==> src/hdl/mdv_pkg.sv <==
`default_nettype none

package mdv_pkg;

  // ====================
  // Buffer geometry
  // ====================
  localparam int BUF_AW = 10;  // 1 KB sector

  // ====================
  // APB register map
  // ====================
  localparam logic [3:0] REG_CTRL = 4'h0;  // mctrl, drive select clocking
  localparam logic [3:0] REG_IRQ  = 4'h4;  // W: mask/ack, R: status/pending
  localparam logic [3:0] REG_DATA = 4'h8;  // Sector byte stream

  typedef struct packed {
    logic [3:0]  paddr;
    logic        psel;
    logic        penable;
    logic        pwrite;
    logic [15:0] pwdata;
  } apb_req_t;

  typedef struct packed {
    logic [15:0] prdata;
    logic        pready;
    logic        pslverr;
  } apb_rsp_t;

  // Byte write from the host side loader
  typedef struct packed {
    logic              wr;
    logic [BUF_AW-1:0] addr;
    logic [7:0]        data;
  } host_wr_t;

  typedef enum logic [1:0] {
    MDV_IDLE    = 2'd0,
    MDV_GAP     = 2'd1,
    MDV_READING = 2'd2
  } mdv_state_e;

  // Upper byte of an IRQ read
  typedef struct packed {
    logic [3:0] rsvd_hi;
    logic       gap_present;  // Bit 3
    logic       reading;      // Bit 2, drive is streaming the sector
    logic [1:0] rsvd_lo;
  } status_t;

  // Lower byte of an IRQ read
  typedef struct packed {
    logic       rsvd_hi;
    logic       no_drive;  // Bit 6, select register empty
    logic [4:0] rsvd_mid;
    logic       gap_irq;   // Bit 0
  } pending_t;

endpackage

`default_nettype wire

==> src/hdl/mdv_drive.sv <==
`timescale 1ns/1ps
`default_nettype none

module mdv_drive import mdv_pkg::*; #(
  parameter int GAP_CYCLES = 200,
  parameter int BUF_DEPTH  = 1024
) (
  input  wire logic              clk_cpu,
  input  wire logic              reset,
  input  wire apb_req_t          i_apb,
  input  wire logic [7:0]        i_buf_rdata,
  output apb_rsp_t               o_apb,
  output logic [BUF_AW-1:0]      o_buf_addr,
  output logic                   o_reading,
  output logic                   o_gap_start,
  output logic                   o_idle,
  output logic                   o_gap_irq
);

  localparam int CNT_W = $clog2(GAP_CYCLES + 1);
  localparam logic [CNT_W-1:0]  CNT_LAST  = CNT_W'(GAP_CYCLES - 1);
  localparam logic [BUF_AW-1:0] ADDR_LAST = BUF_AW'(BUF_DEPTH - 1);

  mdv_state_e        state, state_nxt;
  logic [CNT_W-1:0]  cnt, cnt_nxt;     // Gap length and read-idle timeout
  logic [BUF_AW-1:0] rd_addr, addr_nxt;
  logic [7:0]        mctrl;
  logic [7:0]        sel;              // Drive select shift register
  logic              gap_mask;
  logic              gap_irq;
  logic              gap_start;
  logic              gap_entry;

  logic     access;
  logic     ctrl_wr, irq_wr, data_rd;
  logic     sel_clk;
  logic     gap_ack;
  status_t  status;
  pending_t pending;

  // ====================
  // APB decode
  // ====================
  assign access  = i_apb.psel && i_apb.penable;
  assign ctrl_wr = access && i_apb.pwrite && (i_apb.paddr == REG_CTRL);
  assign irq_wr  = access && i_apb.pwrite && (i_apb.paddr == REG_IRQ);
  assign data_rd = access && !i_apb.pwrite && (i_apb.paddr == REG_DATA);

  // Falling edge of the select clock bit, new bit 0 shifts in
  assign sel_clk = ctrl_wr && !i_apb.pwdata[1] && mctrl[1];
  assign gap_ack = irq_wr && i_apb.pwdata[0];  // Ack bit 0 only has a source here

  always_comb begin
    status             = '0;
    status.gap_present = (state == MDV_GAP);
    status.reading     = (state == MDV_READING);
    pending            = '0;
    pending.no_drive   = (sel == 8'h00);
    pending.gap_irq    = gap_irq;
  end

  always_comb begin
    o_apb.pready  = 1'b1;  // Zero wait states
    o_apb.pslverr = 1'b0;
    case (i_apb.paddr)
      REG_CTRL: o_apb.prdata = {8'h00, mctrl};
      REG_IRQ:  o_apb.prdata = {status, pending};
      REG_DATA: o_apb.prdata = {i_buf_rdata, i_buf_rdata};
      default:  o_apb.prdata = 16'h0000;
    endcase
  end

  // ====================
  // Drive FSM
  // ====================
  always_comb begin
    state_nxt = state;
    cnt_nxt   = cnt;
    addr_nxt  = rd_addr;
    gap_entry = 1'b0;
    case (state)
      MDV_GAP: begin
        if (cnt == CNT_LAST) begin
          state_nxt = MDV_READING;  // Sector starts from the top
          cnt_nxt   = '0;
          addr_nxt  = '0;
        end else begin
          cnt_nxt = cnt + 1'b1;
        end
      end
      MDV_READING: begin
        if (data_rd) begin
          addr_nxt = (rd_addr == ADDR_LAST) ? '0 : rd_addr + 1'b1;
          cnt_nxt  = '0;  // Restart idle timeout
        end else if (cnt == CNT_LAST) begin
          state_nxt = MDV_GAP;  // Reader went quiet
          cnt_nxt   = '0;
          gap_entry = 1'b1;
        end else begin
          cnt_nxt = cnt + 1'b1;
        end
      end
      default: cnt_nxt = '0;
    endcase

    // Select write overrides any timing in progress
    if (sel_clk) begin
      cnt_nxt   = '0;
      state_nxt = i_apb.pwdata[0] ? MDV_GAP : MDV_IDLE;
      gap_entry = i_apb.pwdata[0];
    end
  end

  always_ff @(posedge clk_cpu) begin
    if (reset) begin
      state     <= MDV_IDLE;
      cnt       <= '0;
      rd_addr   <= '0;
      mctrl     <= 8'h00;
      sel       <= 8'h00;
      gap_mask  <= 1'b0;
      gap_irq   <= 1'b0;
      gap_start <= 1'b0;
    end else begin
      state     <= state_nxt;
      cnt       <= cnt_nxt;
      rd_addr   <= addr_nxt;
      gap_start <= gap_entry;  // High in the first GAP cycle
      if (ctrl_wr) begin
        mctrl <= i_apb.pwdata[7:0];
      end
      if (sel_clk) begin
        sel <= {sel[6:0], i_apb.pwdata[0]};
      end
      if (irq_wr) begin
        gap_mask <= i_apb.pwdata[5];  // Mask bit 0 of pwdata[7:5]
      end
      // Ack beats a fresh set
      if (gap_ack) begin
        gap_irq <= 1'b0;
      end else if ((state == MDV_GAP) && gap_mask) begin
        gap_irq <= 1'b1;
      end
    end
  end

  assign o_buf_addr  = rd_addr;
  assign o_reading   = (state == MDV_READING);
  assign o_idle      = (state == MDV_IDLE);
  assign o_gap_start = gap_start;
  assign o_gap_irq   = gap_irq;

endmodule

`default_nettype wire

==> config.mk <==
export PLATFORM = sky130hd
export DESIGN_NAME = mdv_drive
export DESIGN_NICKNAME = d
export VERILOG_FILES = /design/src/hdl/mdv_pkg.sv /design/src/hdl/mdv_drive.sv
export SDC_FILE = /design/constraint.sdc
export NUM_CORES = 1
export LEC_CHECK = 0
export BUFFER_PORTS_ARGS = -buffer_cell sky130_fd_sc_hd__buf_2
export CORE_ASPECT_RATIO = 2
export CORE_UTILIZATION = 30
export DETAILED_ROUTE_END_ITERATION = 8
export PLACE_DENSITY = 0.6
export SYNTH_ARGS = -nofsm -noshare
export SYNTH_HDL_FRONTEND = slang
export SYNTH_SLANG_ARGS = --single-unit
==> constraint.sdc <==
create_clock -name clk_cpu -period 1.9 [get_ports clk_cpu]
set_input_delay 0.095 -clock clk_cpu [delete_from_list [all_inputs] [get_ports clk_cpu]]
set_output_delay 0.095 -clock clk_cpu [all_outputs]
set_load 0.03 [all_outputs]
Word level (Yosys, flattened, before mapping)
Cells that the tools add are included.
- register bits: 39
- latch bits: 0
- bits in writable memories: 0
- bits in read-only memories: 0
- bits of input ports: 33
- output and inout port bits: 32
- word-level logic and storage cells: 60
- memories kept: 0
- $add $sub $neg: 2
- $mul: 0
- divide/modulo/power cells: 0
- magnitude comparators: 0
- equal/unequal tests: 11
- shift-type cells: 0
- muxes and demuxes: 18
- bitwise logic cells: 0
- reductions and logical operators: 21
- operator list (cell ; number):
    16-bit one-hot mux with 3 select lines ; 1
    10-bit 2-to-1 mux ; 3
    10-bit one-hot mux with 2 select lines ; 1
    8-bit 2-to-1 mux ; 2
    8-bit one-hot mux with 2 select lines ; 1
    10-bit by 1-bit adder with 10-bit output (second input constant) ; 1
    10-bit == test (second input constant) ; 1
    1-bit logical AND ; 10
    8-bit by 1-bit adder with 8-bit output (second input constant) ; 1
    8-bit == test (second input constant) ; 1
    8-bit logical NOT ; 1
    2-bit 2-to-1 mux ; 4
    3-bit by 2-bit inequality test with 1-bit output (second input constant) ; 2
    1-bit 2-to-1 mux ; 5
    4-bit by 3-bit == test with 1-bit output (second input constant) ; 1
    4-bit == test (second input constant) ; 1
    4-bit logical NOT ; 1
    2-bit by 1-bit inequality test with 1-bit output (second input constant) ; 2
    2-bit one-hot mux with 2 select lines ; 1
    4-bit AND reduction ; 1
    2-bit OR reduction ; 2
    3-bit by 1-bit inequality test with 1-bit output (second input constant) ; 1
    3-bit AND reduction ; 1
    3-bit nonzero test ; 1
    5 further kinds ; 6

Depth between registers and ports, before layout
- depth in word-level cells: 7
- depth in mapped cells: 8
- depth with buffers taken out: 6

Worst setup path before layout
No wires, ideal clock.
- kind: register to register
- from: reg state[0]
- to: reg rd_addr[8] (netlist: o_buf_addr[8])
- library setup time: 0.086 ns
- arrival time: 1.878 ns
- data required time: 1.814 ns
- setup slack: -0.063 ns
- cell stages (with the launch flop): 9
- path buffers: 2
- period minus slack after synthesis: 1.963 ns
- path through: dfxtp_1 > inv_1 > ha_1 > inv_1 > a41oi_4 > buf_6 > clkbuf_1 > o31ai_1 > a211oi_1
- cells in the longest elaborated chain, start to end: 3
- elaborated cells between the ends (all ways): 7
- those cells by class: eq/ne: 4; mux: 1; reduce/logical: 2
- ends and longest elaborated chain (what ; line ; text):
    from (decl) ; mdv_drive.sv:24 ; mdv_state_e state, state_nxt;
    from (signal assigned) ; mdv_drive.sv:125 ; state <= state_nxt;
    2-bit == test * ; - ;
    named net o_reading ; mdv_drive.sv:14 ; output logic o_reading,
    2-bit by 1-bit inequality test with 1-bit output (no line) or 2-bit nonzero test (tied branches) ; - ;
    3-bit AND reduction (no line) ; - ;
    to (signal assigned) ; mdv_drive.sv:127 ; rd_addr <= addr_nxt;
    to (decl) ; mdv_drive.sv:26 ; logic [BUF_AW-1:0] rd_addr, addr_nxt;
Mark *: on every way through the listed nets, which the timed path passes. The rest lies on a longest branch.
A chain may end at the register's enable or synchronous reset.

Worst setup path in the final report
- from: reg cnt[0]
- to: reg rd_addr[0] (netlist: o_buf_addr[0])
- cells in the longest elaborated chain, start to end: 3
- ends and longest elaborated chain (what ; line ; text):
    from (decl) ; mdv_drive.sv:25 ; logic [CNT_W-1:0] cnt, cnt_nxt;
    from (signal assigned) ; mdv_drive.sv:126 ; cnt <= cnt_nxt;
    8-bit == test ; mdv_drive.sv:83 ; if (cnt == CNT_LAST) begin
    2-bit by 1-bit inequality test with 1-bit output (no line) ; - ;
    3-bit AND reduction (no line) ; - ;
No other way between the ends.

==> metrics.md <==
| Metric | Value |
|---|---|
| Net Count, Synth | `258` |
| Max_cap viols | `0` |
| Worst EP required | `2110 ps` |
| Clk slew on worst S/H paths | `60 ps` |
| Routability cong. | `0.829` |
| Multiplexer share of the synthesized area | `4.58%` |
| Xor and xnor fraction of the mapped netlist area | `2.67%` |
| Post-synthesis compound-gate area fraction | `19.8%` |
| Clock Latency Late Sink | `280 ps` |
| IO Count | `65` |
| Tcrit/Tclk final | `97.5%` |
| Non-Filler Instances | `377` |
| Main combinational cell family by area after synthesis | `simple AND/OR/NAND/NOR gates` |
| Core box area | `6310 um^2` |
| Initial antenna violation count | `0` |
| Final worst-path setup slack | `47.3 ps` |
| Largest net degree at the start of global routing | `25` |
| Pwr Total | `1.90 mW` |
| Vias per cell | `5.07` |
| Layout overhead on the synthesized area | `38.3%` |
| First-pass GRT wire length | `8280 um` |
| Lkg Pwr | `1.15 nW` |
| PortBufs | `54` |
| Worst EP arrival | `2070 ps` |
| ANT cells | `0` |
| Cells after synthesis | `220` |
| Commonest non-fill, non-tap cell in the layout | `buf_2` |
| Fin util | `43.1%` |
| Worst Setup Start Kind | `flip-flop` |
| Worst Setup End Kind | `flip-flop` |
| Post-synth EDFFs | `0` |
| Post-DP HPWL | `3700 um` |
| Adder-cell area share of the yosys netlist | `3.18%` |
| Post-Place Setup Slack | `-40.8 ps` |
| Max clock buf depth | `2` |
| Most frequent cells in the layout | `buf_2 (54), dfxtp_1 (35), nor2_1 (19)` |
| Clock root buffer | `clkbuf_16` |
| 1st-pass router iterations | `4` |
| WL/cell | `13.7 um` |
| Top_reg_cell synth | `dfxtp_1` |
| Warnings from Yosys | `0` |
| Simple-gate area share of the yosys netlist | `24.8%` |
| Status | `finished, final reports clean` |
| Synth Cell Area | `1970 um^2` |
| Placed insts | `364` |
| Actual slew at the worst max-slew pin | `585 ps` |
| Total GRT Usage | `15.8%` |
| Max Fclk | `540 MHz` |
| Synth cell types | `44` |
| Syn_area_per_cell | `8.94 um^2` |
| RSZ-0062 raised after global routing | `true` |
| GRT overflow | `0` |
| Die area | `6900 um^2` |
| Sequential-to-total area share from yosys stat | `39.7%` |
| DIE WIDTH | `59.3 um` |
| CTS buffer count | `5` |
| Clock sink count | `39` |
| Vias in the first global route | `1856` |
| Critical path type | `reg2reg` |
| Starting Density | `31.2%` |
| H-tree depth | `2` |
| Max transition margin | `61.0%` |
| Final clock skew | `3.06 ps` |
| Worst Hold Class | `in2reg` |
| Peak supply drop | `408 uV` |
| # hold bufs at CTS | `0` |
| Async set or reset register ratio after synthesis | `0%` |
| Pwr Density | `698 nW/um^2` |
| Final Hold Viols | `0` |
| CTS tree | `done` |
| Share of cells above drive strength 1 | `36.4%` |
| Fin crit period | `1850 ps` |
| Final nets | `328` |
| Vias post-DR | `1913` |
| Row cnt | `41` |
| DRC viols | `0` |
| Final Setup Violations | `0` |
| Worst Path Max Fanout | `11` |
| Seq cells post-synth | `39` |
| Final wirelength | `5160 um` |
| Number of nets with antenna violations after routing | `0` |
| Count of pins over their slew limit | `0` |
| Chip height | `117 um` |
| DRT iter0 DRCs | `63` |
area by class of cell:
type | instances | area (um^2)
clock buffer | 6 | 139
clock inverter | 2 | 35.0
fill | 650 | 3590
inverter | 8 | 30.0
multi-input combinational | 161 | 1170
sequential | 39 | 786
tap | 86 | 108
timing repair buffer | 75 | 453
timing repair:
action | 4_1_cts | 5_1_grt
endpoints found under the setup margin | 2 | 7
gates cloned | 2 | 0
setup buffers | 2 | 1
gates resized for setup | 12 | 9
pin swaps | 5 | 2
worst max-delay path: stages, from the launching register on:
cell     delay [ps]
dfxtp_2         350
ha_4            130
and4b_1         240
a41oi_2         180
buf_4           180
buf_4           130
buf_6           140
or3_1           310
a21oi_1         140
through the flow:
stage / cell area [um^2] / setup TNS [ps] / hold WS [ps]
detailed placement: 2420 / -70.6 / 348
finish: 2720 / 0 / 51.5
CTS: 2690 / 0 / 53.7
global placement: 2420 / 0 / 338
floorplan: 1970 / 0 / 173
global route: 2720 / -112 / 62.4
layer usage:
| metal | up-vias | share of wire [%] | track usage, % |
|---|---|---|---|
| li1 | 945 | - | - |
| met1 | 910 | 37 | 15.9 |
| met2 | 48 | 56 | 29.6 |
| met3 | 10 | 3.6 | 2.66 |
| met4 | 0 | 2.7 | 7.94 |
| met5 | - | 0 | 0 |
cell families after synthesis:
logic type	Yosys count
fa+ha+maj	5
other cells	2
simple gates	87
xor+xnor	6
flops	39
mux	9
buf+inv	20
compound gates	52
synthesized netlist by cell type, drive strengths merged, types with 2 or more instances:
cell type,n,share of area (%)
a211oi,4,1.5
a21o,5,1.9
a21oi,18,4.6
a221oi,2,0.89
a22o,4,1.8
a41oi,3,2.3
and2,8,2.5
and3,6,1.9
and4b,3,1.5
buf,7,2.4
clkbuf,5,0.95
conb,2,0.38
dfxtp,39,40
ha,5,3.2
inv,8,1.5
mux2i,9,4.6
nand2,18,3.4
nand3,10,2.5
nand4,4,1.3
nor2,19,3.6
nor2b,2,0.64
nor4,3,0.95
nor4b,2,1.7
o21ai,2,0.51
o31ai,8,3.8
or4,7,2.7
xnor2,2,0.89
xor2,4,1.8
flip-flops by register name, indices dropped and copies added (netlist names):
signal / count
mctrl: 8
o_gap_irq: 1
gap_mask: 1
cnt: 8
state: 2
sel: 8
o_buf_addr: 10
o_gap_start: 1
worst paths after layout:
| kind | startpoint | end | slack (ps) | cells after the start |
|---|---|---|---|---|
| worst max-delay path | cnt[0] | o_buf_addr[0] | 50 | 8 |
| worst max register to register | cnt[0] | o_buf_addr[0] | 50 | 8 |
| worst min-delay path | i_apb[4] | mctrl[4] | 50 | 3 |
| worst min register to register | sel[7] | sel[7] | 460 | 2 |
report_power, final:
group	leakage, nW	internal [mW]	switching [mW]
combinational	0.746	0.0355	0.0584
clock	0.0868	0.653	0.333
sequential	0.316	0.818	0.000506
total	1.15	1.51	0.392
Power figures use the tool's default switching activity.
